===== src/logic/axis2axi_defines.svh =====
//~~~~~~~~~~~~~~~~~~~~~~~~~~~~~~~~~~~~~~~~~~~~~~~~~~~~~~~~~~~~~~~~~~~~~~~~~~
// Widths of the stream to AXI bridge. Only 4 byte words are supported.
// Buffer depth is always two bursts.
//~~~~~~~~~~~~~~~~~~~~~~~~~~~~~~~~~~~~~~~~~~~~~~~~~~~~~~~~~~~~~~~~~~~~~~~~~~

`ifndef AXIS2AXI_DEFINES_SVH
`define AXIS2AXI_DEFINES_SVH

// Byte address and word widths
`define AXIS2AXI_ADDR_W 16
`define AXIS2AXI_DATA_W 32

// AXI4 burst length field
`define AXIS2AXI_LEN_W 8

// Burst limit is 2**BURST_W words
`define AXIS2AXI_BURST_W 2
`define AXIS2AXI_BUF_W (`AXIS2AXI_BURST_W + 1)

`endif


===== src/logic/axis2axi_pkg.sv =====
//~~~~~~~~~~~~~~~~~~~~~~~~~~~~~~~~~~~~~~~~~~~~~~~~~~~~~~~~~~~~~~~~~~~~~~~~~~
// Types and the burst rule shared by both engines. Addresses must be word
// aligned; bursts never cross a 4 KB boundary.
//~~~~~~~~~~~~~~~~~~~~~~~~~~~~~~~~~~~~~~~~~~~~~~~~~~~~~~~~~~~~~~~~~~~~~~~~~~

`default_nettype none

`include "axis2axi_defines.svh"

package axis2axi_pkg;

   typedef logic [`AXIS2AXI_ADDR_W-1:0] addr_t;
   typedef logic [`AXIS2AXI_ADDR_W-1:0] words_t;
   typedef logic [`AXIS2AXI_DATA_W-1:0] data_t;
   typedef logic [`AXIS2AXI_LEN_W-1:0]  axlen_t;
   typedef logic [`AXIS2AXI_BURST_W:0]  beats_t;

   typedef struct packed {
      addr_t  addr;
      words_t length;
   } cfg_t;

   typedef struct packed {
      addr_t  addr;
      axlen_t len;
   } axi_ax_t;

   typedef struct packed {
      data_t data;
      logic  last;
   } axi_w_t;

   typedef struct packed {
      data_t data;
      logic  last;
   } axi_r_t;

   typedef enum logic [1:0] {
      OUT_WAIT_START,
      OUT_BEGIN_LOCAL,
      OUT_TRANSFER,
      OUT_END_LOCAL
   } out_state_e;

   typedef enum logic [2:0] {
      IN_WAIT_START,
      IN_FILL,
      IN_ADDRESS,
      IN_DATA,
      IN_RESPONSE
   } in_state_e;

   // Smallest of burst limit, remaining words and words to the 4 KB boundary
   function automatic beats_t burst_beats(addr_t addr, words_t remain);
      logic [12:0] to_boundary;
      beats_t      beats;
      to_boundary = (13'h1000 - {1'b0, addr[11:0]}) >> 2;
      beats = beats_t'(1 << `AXIS2AXI_BURST_W);
      if (remain < words_t'(beats)) begin
         beats = beats_t'(remain);
      end
      if (to_boundary < 13'(beats)) begin
         beats = beats_t'(to_boundary);
      end
      return beats;
   endfunction

endpackage

`default_nettype wire


===== src/logic/axis2axi.sv =====
//~~~~~~~~~~~~~~~~~~~~~~~~~~~~~~~~~~~~~~~~~~~~~~~~~~~~~~~~~~~~~~~~~~~~~~~~~~
// Stream to AXI4 bridge. ID, lock, cache, prot and QoS are fixed by the
// bus wrapper. Word aligned addresses only.
//~~~~~~~~~~~~~~~~~~~~~~~~~~~~~~~~~~~~~~~~~~~~~~~~~~~~~~~~~~~~~~~~~~~~~~~~~~

`timescale 1ns/10ps
`default_nettype none

module axis2axi (
   input  wire                     clk_i,
   input  wire                     rst_n_i,

   // Write request and input stream
   input  axis2axi_pkg::cfg_t      cfg_in_i,
   input  wire                     cfg_in_valid_i,
   output logic                    cfg_in_ready_o,
   input  axis2axi_pkg::data_t     axis_in_data_i,
   input  wire                     axis_in_valid_i,
   output logic                    axis_in_ready_o,

   // Read request and output stream
   input  axis2axi_pkg::cfg_t      cfg_out_i,
   input  wire                     cfg_out_valid_i,
   output logic                    cfg_out_ready_o,
   output axis2axi_pkg::data_t     axis_out_data_o,
   output logic                    axis_out_valid_o,
   input  wire                     axis_out_ready_i,

   // AXI4 master
   output axis2axi_pkg::axi_ax_t   axi_aw_o,
   output logic                    axi_awvalid_o,
   input  wire                     axi_awready_i,
   output axis2axi_pkg::axi_w_t    axi_w_o,
   output logic                    axi_wvalid_o,
   input  wire                     axi_wready_i,
   input  wire                     axi_bvalid_i,
   output logic                    axi_bready_o,
   output axis2axi_pkg::axi_ax_t   axi_ar_o,
   output logic                    axi_arvalid_o,
   input  wire                     axi_arready_i,
   input  axis2axi_pkg::axi_r_t    axi_r_i,
   input  wire                     axi_rvalid_i,
   output logic                    axi_rready_o
);

   logic                 fifo_full;
   logic                 fifo_push;
   logic                 fifo_pop;
   logic                 axis_accept;
   axis2axi_pkg::data_t  fifo_data;
   axis2axi_pkg::beats_t fifo_level;

   // Stream words enter only when there is room and the request wants them
   assign axis_in_ready_o = !fifo_full && axis_accept;
   assign fifo_push       = axis_in_ready_o && axis_in_valid_i;

   axis_burst_fifo buf0 (
      .clk_i   (clk_i),
      .rst_n_i (rst_n_i),
      .push_i  (fifo_push),
      .data_i  (axis_in_data_i),
      .full_o  (fifo_full),
      .pop_i   (fifo_pop),
      .data_o  (fifo_data),
      .level_o (fifo_level)
   );

   axis2axi_in wr0 (
      .clk_i         (clk_i),
      .rst_n_i       (rst_n_i),
      .cfg_i         (cfg_in_i),
      .cfg_valid_i   (cfg_in_valid_i),
      .cfg_ready_o   (cfg_in_ready_o),
      .fifo_level_i  (fifo_level),
      .fifo_push_i   (fifo_push),
      .fifo_pop_o    (fifo_pop),
      .fifo_data_i   (fifo_data),
      .axi_aw_o      (axi_aw_o),
      .axi_awvalid_o (axi_awvalid_o),
      .axi_awready_i (axi_awready_i),
      .axi_w_o       (axi_w_o),
      .axi_wvalid_o  (axi_wvalid_o),
      .axi_wready_i  (axi_wready_i),
      .axi_bvalid_i  (axi_bvalid_i),
      .axi_bready_o  (axi_bready_o),
      .axis_accept_o (axis_accept)
   );

   axis2axi_out rd0 (
      .clk_i         (clk_i),
      .rst_n_i       (rst_n_i),
      .cfg_i         (cfg_out_i),
      .cfg_valid_i   (cfg_out_valid_i),
      .cfg_ready_o   (cfg_out_ready_o),
      .axi_ar_o      (axi_ar_o),
      .axi_arvalid_o (axi_arvalid_o),
      .axi_arready_i (axi_arready_i),
      .axi_r_i       (axi_r_i),
      .axi_rvalid_i  (axi_rvalid_i),
      .axi_rready_o  (axi_rready_o),
      .axis_data_o   (axis_out_data_o),
      .axis_valid_o  (axis_out_valid_o),
      .axis_ready_i  (axis_out_ready_i)
   );

endmodule

`default_nettype wire


===== src/logic/axis2axi_in.sv =====
//~~~~~~~~~~~~~~~~~~~~~~~~~~~~~~~~~~~~~~~~~~~~~~~~~~~~~~~~~~~~~~~~~~~~~~~~~~
// Write engine. A burst starts only once all its words sit in the buffer.
// One burst in flight on AW/W/B at a time; B errors are ignored.
//~~~~~~~~~~~~~~~~~~~~~~~~~~~~~~~~~~~~~~~~~~~~~~~~~~~~~~~~~~~~~~~~~~~~~~~~~~

`timescale 1ns/10ps
`default_nettype none

module axis2axi_in (
   input  wire                     clk_i,
   input  wire                     rst_n_i,

   // Write request
   input  axis2axi_pkg::cfg_t      cfg_i,
   input  wire                     cfg_valid_i,
   output logic                    cfg_ready_o,

   // Burst buffer
   input  axis2axi_pkg::beats_t    fifo_level_i,
   input  wire                     fifo_push_i,
   output logic                    fifo_pop_o,
   input  axis2axi_pkg::data_t     fifo_data_i,

   // AXI write address
   output axis2axi_pkg::axi_ax_t   axi_aw_o,
   output logic                    axi_awvalid_o,
   input  wire                     axi_awready_i,

   // AXI write data
   output axis2axi_pkg::axi_w_t    axi_w_o,
   output logic                    axi_wvalid_o,
   input  wire                     axi_wready_i,

   // AXI write response
   input  wire                     axi_bvalid_i,
   output logic                    axi_bready_o,

   // Stream words still wanted by the request
   output logic                    axis_accept_o
);

   axis2axi_pkg::in_state_e state;
   axis2axi_pkg::addr_t     cur_addr;
   axis2axi_pkg::words_t    remain;
   axis2axi_pkg::words_t    unbuf;
   axis2axi_pkg::beats_t    beats;
   axis2axi_pkg::beats_t    beats_q;
   axis2axi_pkg::beats_t    beat_cnt;
   logic                    w_last;

   assign beats  = axis2axi_pkg::burst_beats(cur_addr, remain);
   assign w_last = (beat_cnt == beats_q - 1'b1);

   assign cfg_ready_o   = (state == axis2axi_pkg::IN_WAIT_START);
   assign axis_accept_o = (unbuf != '0);

   assign axi_aw_o.addr = cur_addr;
   assign axi_aw_o.len  = axis2axi_pkg::axlen_t'(beats_q) - 8'd1;
   assign axi_awvalid_o = (state == axis2axi_pkg::IN_ADDRESS);

   assign axi_w_o.data = fifo_data_i;
   assign axi_w_o.last = w_last;
   assign axi_wvalid_o = (state == axis2axi_pkg::IN_DATA);
   assign fifo_pop_o   = axi_wvalid_o & axi_wready_i;

   assign axi_bready_o = (state == axis2axi_pkg::IN_RESPONSE);

   // Words of the request not yet pushed into the buffer
   always_ff @(posedge clk_i or negedge rst_n_i) begin
      if (!rst_n_i) begin
         unbuf <= '0;
      end else if (cfg_ready_o && cfg_valid_i) begin
         unbuf <= cfg_i.length;
      end else if (fifo_push_i) begin
         unbuf <= unbuf - 1'b1;
      end
   end

   always_ff @(posedge clk_i or negedge rst_n_i) begin
      if (!rst_n_i) begin
         state    <= axis2axi_pkg::IN_WAIT_START;
         cur_addr <= '0;
         remain   <= '0;
         beats_q  <= '0;
         beat_cnt <= '0;
      end else begin
         case (state)
            axis2axi_pkg::IN_WAIT_START: begin
               if (cfg_valid_i) begin
                  cur_addr <= cfg_i.addr;
                  remain   <= cfg_i.length;
                  if (cfg_i.length != '0) begin
                     state <= axis2axi_pkg::IN_FILL;
                  end
               end
            end
            axis2axi_pkg::IN_FILL: begin
               // Wait for the whole burst in the buffer
               if (fifo_level_i >= beats) begin
                  beats_q <= beats;
                  remain  <= remain - axis2axi_pkg::words_t'(beats);
                  state   <= axis2axi_pkg::IN_ADDRESS;
               end
            end
            axis2axi_pkg::IN_ADDRESS: begin
               if (axi_awready_i) begin
                  beat_cnt <= '0;
                  state    <= axis2axi_pkg::IN_DATA;
               end
            end
            axis2axi_pkg::IN_DATA: begin
               if (fifo_pop_o) begin
                  beat_cnt <= beat_cnt + 1'b1;
                  if (w_last) begin
                     cur_addr <= cur_addr + axis2axi_pkg::addr_t'({beats_q, 2'b00});
                     state    <= axis2axi_pkg::IN_RESPONSE;
                  end
               end
            end
            axis2axi_pkg::IN_RESPONSE: begin
               if (axi_bvalid_i) begin
                  if (remain == '0) begin
                     state <= axis2axi_pkg::IN_WAIT_START;
                  end else begin
                     state <= axis2axi_pkg::IN_FILL;
                  end
               end
            end
            default: state <= axis2axi_pkg::IN_WAIT_START;
         endcase
      end
   end

endmodule

`default_nettype wire


===== src/logic/axis2axi_out.sv =====
//~~~~~~~~~~~~~~~~~~~~~~~~~~~~~~~~~~~~~~~~~~~~~~~~~~~~~~~~~~~~~~~~~~~~~~~~~~
// Read engine. INCR bursts of 4 byte beats only; error responses ignored.
// A request is taken only while cfg_ready_o is high.
//~~~~~~~~~~~~~~~~~~~~~~~~~~~~~~~~~~~~~~~~~~~~~~~~~~~~~~~~~~~~~~~~~~~~~~~~~~

`timescale 1ns/10ps
`default_nettype none

module axis2axi_out (
   input  wire                     clk_i,
   input  wire                     rst_n_i,

   // Read request
   input  axis2axi_pkg::cfg_t      cfg_i,
   input  wire                     cfg_valid_i,
   output logic                    cfg_ready_o,

   // AXI read address
   output axis2axi_pkg::axi_ax_t   axi_ar_o,
   output logic                    axi_arvalid_o,
   input  wire                     axi_arready_i,

   // AXI read data
   input  axis2axi_pkg::axi_r_t    axi_r_i,
   input  wire                     axi_rvalid_i,
   output logic                    axi_rready_o,

   // Output stream
   output axis2axi_pkg::data_t     axis_data_o,
   output logic                    axis_valid_o,
   input  wire                     axis_ready_i
);

   axis2axi_pkg::out_state_e state;
   axis2axi_pkg::addr_t      cur_addr;
   axis2axi_pkg::words_t     remain;
   axis2axi_pkg::axlen_t     len_q;
   axis2axi_pkg::beats_t     beats;
   logic                     in_burst;
   logic                     r_fire;

   assign beats    = axis2axi_pkg::burst_beats(cur_addr, remain);
   assign in_burst = (state == axis2axi_pkg::OUT_END_LOCAL);
   assign r_fire   = axi_rvalid_i & axi_rready_o;

   assign cfg_ready_o = (state == axis2axi_pkg::OUT_WAIT_START);

   assign axi_ar_o.addr = cur_addr;
   assign axi_ar_o.len  = len_q;
   assign axi_arvalid_o = (state == axis2axi_pkg::OUT_TRANSFER);

   // Read data goes straight through to the stream
   assign axis_data_o  = axi_r_i.data;
   assign axis_valid_o = in_burst & axi_rvalid_i;
   assign axi_rready_o = in_burst & axis_ready_i;

   always_ff @(posedge clk_i or negedge rst_n_i) begin
      if (!rst_n_i) begin
         state    <= axis2axi_pkg::OUT_WAIT_START;
         cur_addr <= '0;
         remain   <= '0;
         len_q    <= '0;
      end else begin
         case (state)
            axis2axi_pkg::OUT_WAIT_START: begin
               if (cfg_valid_i) begin
                  cur_addr <= cfg_i.addr;
                  remain   <= cfg_i.length;
                  // Zero length leaves the engine idle
                  if (cfg_i.length != '0) begin
                     state <= axis2axi_pkg::OUT_BEGIN_LOCAL;
                  end
               end
            end
            axis2axi_pkg::OUT_BEGIN_LOCAL: begin
               len_q  <= axis2axi_pkg::axlen_t'(beats) - 8'd1;
               remain <= remain - axis2axi_pkg::words_t'(beats);
               state  <= axis2axi_pkg::OUT_TRANSFER;
            end
            axis2axi_pkg::OUT_TRANSFER: begin
               if (axi_arready_i) begin
                  state <= axis2axi_pkg::OUT_END_LOCAL;
               end
            end
            axis2axi_pkg::OUT_END_LOCAL: begin
               if (r_fire && axi_r_i.last) begin
                  // Step past the burst just read
                  cur_addr <= cur_addr + axis2axi_pkg::addr_t'({len_q + 8'd1, 2'b00});
                  if (remain == '0) begin
                     state <= axis2axi_pkg::OUT_WAIT_START;
                  end else begin
                     state <= axis2axi_pkg::OUT_BEGIN_LOCAL;
                  end
               end
            end
         endcase
      end
   end

endmodule

`default_nettype wire


===== src/logic/axis_burst_fifo.sv =====
//~~~~~~~~~~~~~~~~~~~~~~~~~~~~~~~~~~~~~~~~~~~~~~~~~~~~~~~~~~~~~~~~~~~~~~~~~~
// Two-burst word buffer. The caller never pushes when full or pops when
// empty. level_o saturates at one burst.
//~~~~~~~~~~~~~~~~~~~~~~~~~~~~~~~~~~~~~~~~~~~~~~~~~~~~~~~~~~~~~~~~~~~~~~~~~~

`timescale 1ns/10ps
`default_nettype none

`include "axis2axi_defines.svh"

module axis_burst_fifo (
   input  wire                     clk_i,
   input  wire                     rst_n_i,
   input  wire                     push_i,
   input  axis2axi_pkg::data_t     data_i,
   output logic                    full_o,
   input  wire                     pop_i,
   output axis2axi_pkg::data_t     data_o,
   output axis2axi_pkg::beats_t    level_o
);

   axis2axi_pkg::data_t            mem [2**`AXIS2AXI_BUF_W];
   logic [`AXIS2AXI_BUF_W-1:0]     wr_ptr;
   logic [`AXIS2AXI_BUF_W-1:0]     rd_ptr;
   logic [`AXIS2AXI_BUF_W:0]       count;

   // Top bit of count set only at full depth
   assign full_o = count[`AXIS2AXI_BUF_W];
   assign data_o = mem[rd_ptr];

   // Any count of a burst or more reads as one burst
   assign level_o = (count[`AXIS2AXI_BUF_W:`AXIS2AXI_BURST_W] != '0) ?
                    axis2axi_pkg::beats_t'(1 << `AXIS2AXI_BURST_W) :
                    axis2axi_pkg::beats_t'(count);

   always_ff @(posedge clk_i) begin
      if (push_i) begin
         mem[wr_ptr] <= data_i;
      end
   end

   always_ff @(posedge clk_i or negedge rst_n_i) begin
      if (!rst_n_i) begin
         wr_ptr <= '0;
         rd_ptr <= '0;
         count  <= '0;
      end else begin
         if (push_i) begin
            wr_ptr <= wr_ptr + 1'b1;
         end
         if (pop_i) begin
            rd_ptr <= rd_ptr + 1'b1;
         end
         if (push_i && !pop_i) begin
            count <= count + 1'b1;
         end else if (pop_i && !push_i) begin
            count <= count - 1'b1;
         end
      end
   end

endmodule

`default_nettype wire


===== config.mk =====
export PLATFORM = sky130hd
export DESIGN_NAME = axis2axi
export DESIGN_NICKNAME = d
export VERILOG_FILES = /design/src/logic/axis2axi_pkg.sv /design/src/logic/axis2axi.sv /design/src/logic/axis2axi_in.sv /design/src/logic/axis2axi_out.sv /design/src/logic/axis_burst_fifo.sv
export VERILOG_INCLUDE_DIRS = /design/src /design/src/logic
export SDC_FILE = /design/constraint.sdc
export NUM_CORES = 1
export LEC_CHECK = 0
export BUFFER_PORTS_ARGS = -buffer_cell sky130_fd_sc_hd__buf_2
export CAP_MARGIN = 20
export CORE_MARGIN = 2
export CORE_UTILIZATION = 30
export DETAILED_ROUTE_END_ITERATION = 8
export PLACE_DENSITY = 0.53
export SLEW_MARGIN = 20
export SYNTH_ARGS = -nofsm -noshare
export SYNTH_HDL_FRONTEND = slang
export SYNTH_HIERARCHICAL = 1
export SYNTH_SLANG_ARGS = --single-unit

===== constraint.sdc =====
create_clock -name clk_i -period 4.2 [get_ports clk_i]
set_input_delay 0.42 -clock clk_i [delete_from_list [all_inputs] [get_ports clk_i]]
set_output_delay 0.42 -clock clk_i [all_outputs]
set_load 0.005 [all_outputs]

# Word-level counts from Yosys, hierarchy flattened
# Memory sizes are Yosys's and may differ from the RTL's.
# Index checks and enable logic that the tools add are counted.
# totals
output_inout_bits,122
ff_bits,109
wordCells,131
mem_bits_rw,256
input_bits,140
n_memories,1
# classes
n_reduce_logical,32
magnitude_cmp,5
eq_ne,19
n_addsub,16
bitwise_logic,4
mux,41
# mem_list
memory,depth,word_bits,read_ports,rd_ports_with_merged_regs,wr,line_no,text
buf0.mem,8,32,1,0,1,axis_burst_fifo.sv:22,axis2axi_pkg::data_t mem [2**`AXIS2AXI_BUF_W];
# ops
operator,count
$mux 16,10
$pmux 16 s2,4
$reduce_bool 16->1,3
$mux 3,14
$logic_not 16->1,2
$lt 16x3->1 const B,2
$sub 16x3->16,2
$sub 13x12->13 const A,2
$lt 11x3->1,2
$add 16x10->16,1
$add 16x5->16,1
$reduce_bool 2->1,8
$sub 16x1->16 const B,1
$pmux 3 s5,1
$ne 2x2->1 const B,7
$add 3x1->3 const B,3
$reduce_and 3->1,3
$add 8x1->8 const B,1
$mux 2,4
$mux 4,2
$ne 2x1->1 const B,4
$pmux 2 s4,1
$reduce_and 4->1,2
$sub 3x1->4 const B,2
19 further kinds,35

# Longest topological paths before layout
# Gate-level depths: netlist of the first run.
# depth
depth_word,7
ltp_mapped,18
depth_no_buf,16

# By module
# The synthesis of the first run kept the hierarchy.
# by_module_without_submodules
mod,n_inst,cells_each,area_each_um2,seq_area_each_um2
axis_burst_fifo,1,433,10341.2,7937.6
axis2axi_in,1,491,4112.7,1426.4
axis2axi_out,1,388,3219.3,950.9
axis2axi,1,2,15.0,0.0

# Worst setup path before layout of the first run
# Ideal clock, no wire load.
# synth_path
path_type,reg-to-reg
startpoint,register wr0.unbuf[0]
endpoint,memory buf0/mem[0][0] (netlist bit) (enable)
stages_incl_launch_ff,8
period_less_slack_ns,3.985
setup_time_ns,0.461
t_required_ns,3.739
arrival_ns,3.524
n_path_buf,0
slack_ns,0.215
path_cell_list,dfrtp_1 inv_1 ha_1 nor4b_1 nand3b_1 and3b_1 nand2b_1 nor3_1
# synth_between
elab_chain_cells,5
# synth_rtl
element,line_no,text
from (decl),axis2axi_in.sv:45,axis2axi_pkg::words_t unbuf;
from (signal assigned),axis2axi_in.sv:73,unbuf <= cfg_i.length;
from (signal assigned),axis2axi_in.sv:75,unbuf <= unbuf - 1'b1;
$reduce_bool 16->1,axis2axi_in.sv:55,assign axis_accept_o = (unbuf != '0);
net axis_accept,axis2axi.sv:49,logic axis_accept;
$logic_and 1x1->1,axis2axi.sv:54,assign axis_in_ready_o = !fifo_full && axis_accept;
$logic_and 1x1->1,axis2axi.sv:55,assign fifo_push = axis_in_ready_o && axis_in_valid_i;
net fifo_push,axis2axi.sv:47,logic fifo_push;
$mux 1,axis_burst_fifo.sv:37,if (push_i) begin
$mux 1 (not written as such),axis_burst_fifo.sv:38,mem[wr_ptr] <= data_i;
to (decl),axis_burst_fifo.sv:22,
# The timed path passes the listed nets, and every way through them passes these cells.

# Worst setup path after layout of the first run
# layout_path
startpoint,register wr0.remain[14]
endpoint,register wr0.remain[5]
# layout_between
elab_chain_cells,7
elab_cells_between_ends,10
classes_between,add/sub (1); order compare (3); eq/ne (1); mux (4); reduce/logical (1)
# layout_rtl
element,line_no,text
from (decl),axis2axi_in.sv:44,axis2axi_pkg::words_t remain;
from (signal assigned),axis2axi_in.sv:91,remain <= cfg_i.length;
from (signal assigned),axis2axi_in.sv:101,remain <= remain - axis2axi_pkg::words_t'(beats);
$lt 16x3->1 (*),axis2axi_pkg.sv:59,if (remain < words_t'(beats)) begin
$mux 3 (*),axis2axi_pkg.sv:59,
$lt 11x3->1,axis2axi_pkg.sv:62,if (to_boundary < 13'(beats)) begin
$mux 3 (*),axis2axi_pkg.sv:62,
net wr0.beats[0],axis2axi_in.sv:46,axis2axi_pkg::beats_t beats;
$sub 16x3->16 or $ge 3x3->1 (tied branches),"axis2axi_in.sv:101, axis2axi_in.sv:99",
$mux 16 or $ne 2x1->1 (tied branches),n/a,
$pmux 16 s2 or $reduce_and 3->1 (tied branches),n/a,
# The timed path passes the listed nets; every way through them passes the cells marked *. The select of a mux whose other input is x is not followed.
# A chain may end at the register's enable or synchronous reset.

==> reports/qor.csv, run 1 <==
stage,metric,value,unit
cells_and_area,multi_input_area,6440,um2
placement,hpwl,27900,um
worst_setup_path,path_buf_inv,1,
clocking,cts_sinks,361,
clocking,ctsHtreeMaxLevel,2,
worst_setup_path,critPathArrivalTime,4440,ps
power_and_ir_drop,p_leak,7.53,nW
sta,drv_slew,0,
cells_and_area,regArea,10300,um2
synth,ys.flop_type,edfxtp_1,
synth,synth.top_cell.area_share,0.435,
sta,setup_viol,0,
synth,async_flop_share,0.291,
detailed_routing,drt_pass1_iterations,6,
clocking,cts_tree,yes,
clocking,cts-buffers-inserted,42,
worst_setup_path,cpPeakStageDelay,440,ps
sta,final.setup_skew,29.1,ps
global_route,grt_max_degree,63,
cells_and_area,drive_above_1_share,0.281,
die,start_util,0.301,
synth,ys_ff_latch,361,
cells_and_area,area.growth.synth_to_final,16.2,%
power_and_ir_drop,p_total,14.8,mW
sta,fin_hold_ws,54.1,ps
cells_and_area,fillCellCount,5740,
status,status,completed,
detailed_routing,routedWlPerCell,19.2,um
worst_setup_path,start_kind,flip-flop,
sta,period_share,0.951,
hold_path,hp-class,input port to flip-flop,
placement,numPortBuffers,197,
placement,gp_congestion,0.854,
worst_setup_path,crit_type,flip-flop to flip-flop,
placement,dp_slack,50.7,ps
cells_and_area,final_common_cell,edfxtp_1,
sta,fmax,250,MHz
clocking,clk_latency,580,ps
synth,avgSynthCellArea,13.5,um2
die,die_height,247,um
detailed_routing,vias,11300,
worst_setup_path,crit_path_end_kind,flip-flop,
die,die_x,247,um
sta,hold_viol_final,0,
global_route,grt_pass1_vias,11500,
sta,worst_slew_pin_slew,1140,ps
worst_setup_path,cp.required,4650,ps
global_route,grtUsageTotal,0.142,
global_route,overflow,0,
synth,ys_seq_area_frac,0.583,
clocking,path_clk_slew,60,ps
sta,max_slew_margin,0.236,
power_and_ir_drop,powerDensity,718,nW/um2
synth,postSynthCellCount,1314,
die,row_count,89,
global_route,antenna_found_initial,4,
detailed_routing,viasPerCell,5.00,
synth,synth_top_cell_by_area,edfxtp_1,
detailed_routing,drcViolationCount,0,
synth,ys_types,97,
worst_setup_path,path_cells,nor4_2 -> and4_1 -> nand2_1 -> ha_1 -> a31oi_2 -> nand2_1 -> a221oi_2 -> mux2i_1 -> buf_4 -> ha_1 -> nand2b_1 -> o2111a_4 -> o21a_2 -> a311oi_1 -> a21oi_1,
sta,min_period,3990,ps
clocking,clockBufferDepth,3,
power_and_ir_drop,ir_worst_vdd,0.304,mV
flow_run,maxCapViolCount,0,
die,core,58700,um2
synth,synth_edf_count,256,
cells_and_area,final_nets,1639,
synth,synthTopCellsByArea,"edfxtp_1, dfrtp_1, mux4_2",
worst_setup_path,critPathTopFamily,compound AO/OA/AOI/OAI gates,
detailed_routing,route.antenna.remaining_nets,0,
cells_and_area,fin_util,0.350,
synth,yosys_warnings,6,
die,die_area,60900,um2
worst_setup_path,slowest_stage,dfrtp_1,
die,io_pins,262,
detailed_routing,wl,43500,um
detailed_routing,first_iter_violations,685,
global_route,grt_pass1_wl,67000,um
sta,setup_slack,206,ps
cells_and_area,mostFrequentLayoutCells,"edfxtp_1, buf_2, dfrtp_1",
synth,synth_area,17700,um2
synth,synth_nets,1491,
clocking,cts_root_buf,clkbuf_16,
worst_setup_path,crit_fanout,16,
[synthesized netlist by cell type (all sizes together), types with 33 or more instances]
cell type / instances
mux4: 64
mux2: 39
edfxtp: 256
nor2: 86
ha: 33
buf: 95
clkbuf: 33
o21ai: 56
nand2: 96
inv: 40
dfrtp: 105
a21oi: 77
[logic make-up after synthesis]
logic type / count (synthesis) / share of synthesized area
mux: 119 / 0.121
simple gates: 344 / 0.0970
xor+xnor: 36 / 0.0178
flops: 361 / 0.583
buf+inv: 168 / 0.0589
fa+ha+maj: 41 / 0.0304
compound gates: 245 / 0.0921
[worst paths after layout]
kind	startpoint	to	slack (ps)	depth (start not counted)
setup / recovery	wr0/remain[14]	wr0/remain[5]	210	15
hold / removal	axi_bvalid_i	wr0/state[2]	50	2
setup reg to reg	wr0/remain[14]	wr0/remain[5]	210	15
hold reg to reg	wr0/beat_cnt[2]	wr0/beat_cnt[2]	510	1
max in group asynchronous	rst_n_i	rd0/cur_addr[7]	2650	3
min in group asynchronous	rst_n_i	wr0/beat_cnt[0]	520	2
[power breakdown]
group          internal, mW  total (mW)  switching [mW]
Sequential             4.63        5.48           0.847
Combinational          2.59        5.60            3.01
Clock                  2.16        3.67            1.51
Total                  9.38        14.8            5.37
[routing by layer]
layer | up-vias | wire, um | GRT usage
li1 | 5260 | - | -
met1 | 5654 | 18700 | 0.183
met2 | 329 | 20800 | 0.236
met3 | 77 | 2960 | 0.0362
met4 | 6 | 996 | 0.0427
met5 | - | 41 | 0
[stage by stage]
stage / std cells / area (um2) / setup TNS (ps)
finish: 2267 / 20600 / 0
global route: 2266 / 20600 / -94.0
CTS: 2264 / 20500 / 0
detailed placement: 2189 / 19100 / 0
global placement: 2188 / 19100 / 0
floorplan: 1314 / 17700 / 0
[state kept, by name, indices dropped and copies added (netlist names)]
name and count:
rd0/len_q 4, wr0/cur_addr 16, rd0/remain 16, buf0/rd_ptr 3
buf0/mem 256, rd0/cur_addr 16, buf0/wr_ptr 3, wr0/beats_q 3
wr0/state 3, wr0/remain 16, wr0/unbuf 16, rd0/state 2
wr0/beat_cnt 3, buf0/count 4
[worst register-to-register path: stages (launching register included)]
cell      delay [ps]
dfrtp_1          440
nor4_2           360
and4_1           280
nand2_1           70
ha_1             310
a31oi_2          170
nand2_1          140
a221oi_2         280
mux2i_1          270
buf_4            140
ha_1             210
nand2b_1         160
o2111a_4         310
o21a_2           340
a311oi_1         310
a21oi_1           70
[final cells by class]
type	count	share of cell area
Sequential cell	361	0.502
Tap cell	773	0.0471
Inverter	40	0.00730
Multi-Input combinational cell	785	0.314
Clock inverter	21	0.0132
Timing Repair Buffer	232	0.0633
Clock buffer	53	0.0531
Antenna cell	2	0.000243
[what timing repair did]
action                     in CTS  in global routing
setup endpoints to repair       0                 21
setup buffers                   0                  1
hold buffers                    1                  0
hold endpoints to repair       27                  0
resized for setup               0                 11
Power figures use the tool's default switching activity.
==> run 2: changes to the inputs <==
SETUP_SLACK_MARGIN = 0.5   (was unset)
==> run 2 against run 1 <==
Compared with the run above: maximum frequency is 9.0% higher; sequential cell count stayed put; combinational power is 7.1% higher; die area stayed put; register-to-register slack better by 330 ps; worst setup slack better by 330 ps.
==> reports/qor.csv, run 2 (synthesized netlist as in run 1, its figures left out) <==
stage,metric,value,unit
sta,drv_slew,0,
hold_path,hp-class,input port to flip-flop,
clocking,clockBufferDepth,3,
die,io_pins,262,
detailed_routing,viasPerCell,4.98,
placement,hpwl,28000,um
placement,numPortBuffers,197,
global_route,overflow,0,
clocking,cts_sinks,361,
cells_and_area,largest_register_ffs,256,
detailed_routing,routedWlPerCell,19.1,um
detailed_routing,first_iter_violations,678,
worst_setup_path,start_kind,flip-flop,
cells_and_area,final_nets,1665,
placement,dp_slack,117,ps
cells_and_area,registers.top_by_ff_count,buf0/mem,
clocking,cts-buffers-inserted,42,
die,start_util,0.301,
sta,setup_slack,537,ps
clocking,ctsHtreeMaxLevel,2,
global_route,grt_pass1_wl,67400,um
detailed_routing,vias,11400,
global_route,grt_pass1_vias,11500,
worst_setup_path,cp.required,4640,ps
sta,rsz0062_at_grt,yes,
sta,finalSetupTns,0,ps
sta,period_share,0.872,
sta,max_slew_margin,0.309,
status,status,completed,
detailed_routing,top_layer,met5,
detailed_routing,drcViolationCount,0,
placement,gp_congestion,0.815,
die,row_count,89,
cells_and_area,drive_above_1_share,0.317,
sta,worst_slew_pin_slew,1030,ps
worst_setup_path,crit_fanout,6,
die,die_x,247,um
detailed_routing,met1Wirelength,19100,um
cells_and_area,area.growth.synth_to_final,18.9,%
detailed_routing,wl_met3,2350,um
die,die_area,60900,um2
clocking,cts_root_buf,clkbuf_16,
cells_and_area,fillCellCount,5705,
power_and_ir_drop,p_leak,7.71,nW
clocking,clk_latency,560,ps
global_route,antenna_found_initial,1,
sta,fin_hold_ws,69.4,ps
detailed_routing,route.antenna.remaining_nets,0,
sta,fmax,273,MHz
die,die_height,247,um
clocking,path_clk_slew,60,ps
die,core,58700,um2
sta,final.setup_skew,13.1,ps
power_and_ir_drop,powerDensity,727,nW/um2
cells_and_area,mostFrequentLayoutCells,"edfxtp_1, buf_2, dfrtp_1",
power_and_ir_drop,ir_worst_vdd,0.334,mV
worst_setup_path,crit_path_end_kind,flip-flop,
clocking,cts_tree,yes,
sta,hold_viol_final,0,
sta,min_period,3660,ps
worst_setup_path,r2r_slack,540,ps
worst_setup_path,crit_type,flip-flop to flip-flop,
power_and_ir_drop,p_total,15.3,mW
detailed_routing,wl,43700,um
cells_and_area,final_common_cell,edfxtp_1,
worst_setup_path,critPathArrivalTime,4100,ps
global_route,grtUsageTotal,0.143,
detailed_routing,drt_pass1_iterations,5,
global_route,grt_max_degree,43,
flow_run,maxCapViolCount,0,
sta,setup_viol,0,
detailed_routing,dr_wl_met2,21400,um
## run 2: where the power goes
group          leakage [nW]  switching, mW  internal (mW)  total (mW)
clock network         0.669           1.50           2.25        3.76
logic                  3.49           3.16           2.83        6.00
registers              3.55          0.887           4.63        5.52
## run 2: worst paths after layout
check / from / end / cells after the start
setup / recovery: wr0/remain[14] / wr0/remain[6] / 14
setup reg to reg: wr0/remain[14] / wr0/remain[6] / 14
max in group asynchronous: rst_n_i / rd0/remain[9] / 3
min in group asynchronous: rst_n_i / wr0/cur_addr[15] / 2
hold reg to reg: rd0/remain[0] / rd0/remain[0] / 2
hold / removal: axi_bvalid_i / wr0/state[2] / 2
## run 2: critical path: stages (launching register included)
cell and delay, ps:
dfrtp_2 440, nor4_4 310, and4_4 300, nand2_4 60
ha_4 240, a31oi_4 150, nand2_2 90, a221oi_2 260
mux2i_1 280, ha_1 260, nand2b_4 150, o2111a_4 310
o21ai_4 280, nand2_4 130, a211o_1 270
## run 2: metrics by stage
step / std cells / cell area, um2 / utilization
floorplan: 1314 / 17700 / -
global placement: 2187 / 19100 / 0.326
detailed placement: 2188 / 19100 / 0.326
CTS: 2275 / 20800 / 0.354
global route: 2291 / 21000 / 0.358
finish: 2293 / 21000 / 0.358
## run 2: timing repair
item	in CTS	in global routing
setup endpoints to repair	28	33
hold buffers	1	0
resized for setup	25	23
setup buffers	10	15
pin swaps	13	17
endpoints found under the hold margin	40	0
gates cloned	2	1
## run 2: area by class of cell
type                            count  area [um2]  area share
Timing Repair Buffer              255        1490      0.0708
Multi-Input combinational cell    788        6670       0.317
Tap cell                          773         967      0.0460
Sequential cell                   361       10300       0.491
Inverter                           40         150     0.00714
Clock inverter                     24         310      0.0148
Clock buffer                       50        1100      0.0524
Antenna cell                        2        5.00    0.000238
## run 2: per-layer routing
metal | global-route usage | vias up
met3 | 0.0322 | 70
met4 | 0.0363 | 2
met2 | 0.238 | 283
met5 | 0 | -
met1 | 0.188 | 5740
li1 | - | 5335
==> run 3: changes to the inputs <==
CORE_UTILIZATION = 50   (was 30)
PLACE_DENSITY = 0.78   (was 0.53)
==> run 3 against run 2 <==
Compared with the run above: clock skew is 4.3 ps higher; critical path depth stayed put; via count is 0.94% higher; final cell count is 14% lower; hold slack better by 39 ps; first-iteration DRC count is 29% higher; total power is 3.9% lower.
==> reports/qor.csv, run 3 (synthesized netlist as in run 1, its figures left out) <==
stage,metric,value,unit
status,status,completed,
global_route,grt_pass1_wl,61800,um
detailed_routing,first_iter_violations,878,
sta,min_period,3760,ps
cells_and_area,mostFrequentLayoutCells,"edfxtp_1, buf_2, dfrtp_1",
cells_and_area,area.growth.synth_to_final,15.2,%
power_and_ir_drop,p_leak,7.61,nW
sta,hold_viol_final,0,
clocking,cts_tree,yes,
die,io_pins,262,
worst_setup_path,crit_path_end_kind,flip-flop,
global_route,grtUsageTotal,0.213,
global_route,grt_max_degree,60,
clocking,path_clk_slew,60,ps
detailed_routing,drt_pass1_iterations,5,
flow_run,maxCapViolCount,0,
global_route,grt_pass1_vias,11500,
global_route,antenna_found_initial,4,
sta,setup_slack,442,ps
worst_setup_path,cp.required,4600,ps
sta,worst_slew_pin_slew,930,ps
cells_and_area,multi_input_area,6700,um2
global_route,overflow,0,
sta,max_slew_margin,0.377,
worst_setup_path,start_kind,flip-flop,
clocking,cts_sinks,361,
hold_path,hp-class,input port to flip-flop,
clocking,ctsHtreeMaxLevel,2,
detailed_routing,route.antenna.remaining_nets,0,
sta,drv_slew,0,
die,row_count,68,
die,die_x,192,um
power_and_ir_drop,ir_worst_vdd,0.522,mV
worst_setup_path,critPathArrivalTime,4150,ps
worst_setup_path,crit_fanout,6,
detailed_routing,wl,39800,um
clocking,clockBufferDepth,3,
sta,finalSetupTns,0,ps
detailed_routing,viasPerCell,5.87,
power_and_ir_drop,powerDensity,720,nW/um2
worst_setup_path,crit_type,flip-flop to flip-flop,
clocking,cts-buffers-inserted,38,
detailed_routing,vias,11500,
sta,rsz0062_at_grt,yes,
die,start_util,0.510,
cells_and_area,regArea,10300,um2
cells_and_area,drive_above_1_share,0.316,
sta,final.setup_skew,17.4,ps
placement,gp_congestion,0.851,
cells_and_area,largest_register_ffs,256,
cells_and_area,registers.top_by_ff_count,buf0/mem,
cells_and_area,final_nets,1656,
die,die_area,36900,um2
placement,dp_slack,100,ps
cells_and_area,final_common_cell,edfxtp_1,
sta,fin_hold_ws,109,ps
die,die_height,192,um
sta,period_share,0.895,
placement,hpwl,25100,um
clocking,cts_root_buf,clkbuf_16,
detailed_routing,drcViolationCount,0,
sta,fmax,266,MHz
sta,setup_viol,0,
detailed_routing,routedWlPerCell,20.3,um
clocking,clk_latency,520,ps
cells_and_area,fillCellCount,2675,
die,core,34700,um2
placement,numPortBuffers,197,
==> run 3: cell types whose count changed in the layout (fill, tap and decap cells not counted), sizes merged <==
cell | previous run | this run
buf | 254 | 250
bufinv | 6 | 2
clkinv | 10 | 14
clkinvlp | 6 | 0
inv | 42 | 44
maj3 | 5 | 4
==> run 3: critical path, cell delays in order, from the launching register on <==
cell and delay, ps:
dfrtp_2 450, nor4_2 300, and4_4 300, nand2_4 60, ha_4 240, a31oi_4 200
nand2_2 90, a221oi_4 250, mux2i_2 320, ha_1 270, nand2b_4 140, o2111a_4 340
o21ai_4 260, nand2_4 120, a211o_1 280
==> run 3: timing repair <==
item                                    in CTS  in global routing
pin swaps                                    8                 20
cloned                                       1                  1
setup buffers                               15                 10
hold buffers                                 1                  0
resized for setup                           15                 46
hold endpoints to repair                    46                  0
endpoints found under the setup margin      26                 31
==> run 3: final timing paths <==
kind                                 from  depth (start not counted)  slack [ps]         endpoint
setup reg to reg            wr0/remain[4]                         14         440    wr0/remain[6]
min in group asynchronous         rst_n_i                          2         480    wr0/unbuf[10]
setup / recovery            wr0/remain[4]                         14         440    wr0/remain[6]
hold / removal               cfg_in_i[16]                          3         110  wr0/cur_addr[0]
max in group asynchronous         rst_n_i                          3        2950   buf0/rd_ptr[1]
hold reg to reg            buf0/rd_ptr[2]                          1         470   buf0/rd_ptr[2]
==> run 3: power by group <==
group          switching, mW  internal, mW
Sequential             0.856          4.64
Clock                   1.37          1.86
Combinational           3.14          2.82
==> run 3: final cells by class <==
cell class              count  area share
flip-flops and latches    361       0.507
multi-input cells         787       0.329
clock inverters            20     0.00847
diodes                      2    0.000246
repair buffers            251      0.0703
inverters                  40     0.00737
clock buffers              50      0.0503
well taps                 455      0.0279
==> run 3: per-stage QoR <==
step            util  std cells  instance area, um2  power, mW
2_1_floorplan      -       1314               17700       9.68
5_1_grt        0.587       1966               20400       15.6
6_report       0.587       1966               20400       14.7
4_1_cts        0.578       1953               20100       14.4
3_5_place_dp   0.538       1866               18700       11.0
3_3_place_gp   0.538       1866               18700       10.8
==> run 3: metal layers <==
layer  GRT usage  up-vias  share of wire
li1            -     5317              -
met1       0.287     5758           0.42
met2       0.356      403           0.50
met3      0.0446       56          0.066
met4      0.0531        4          0.017
met5           0        -        0.00055
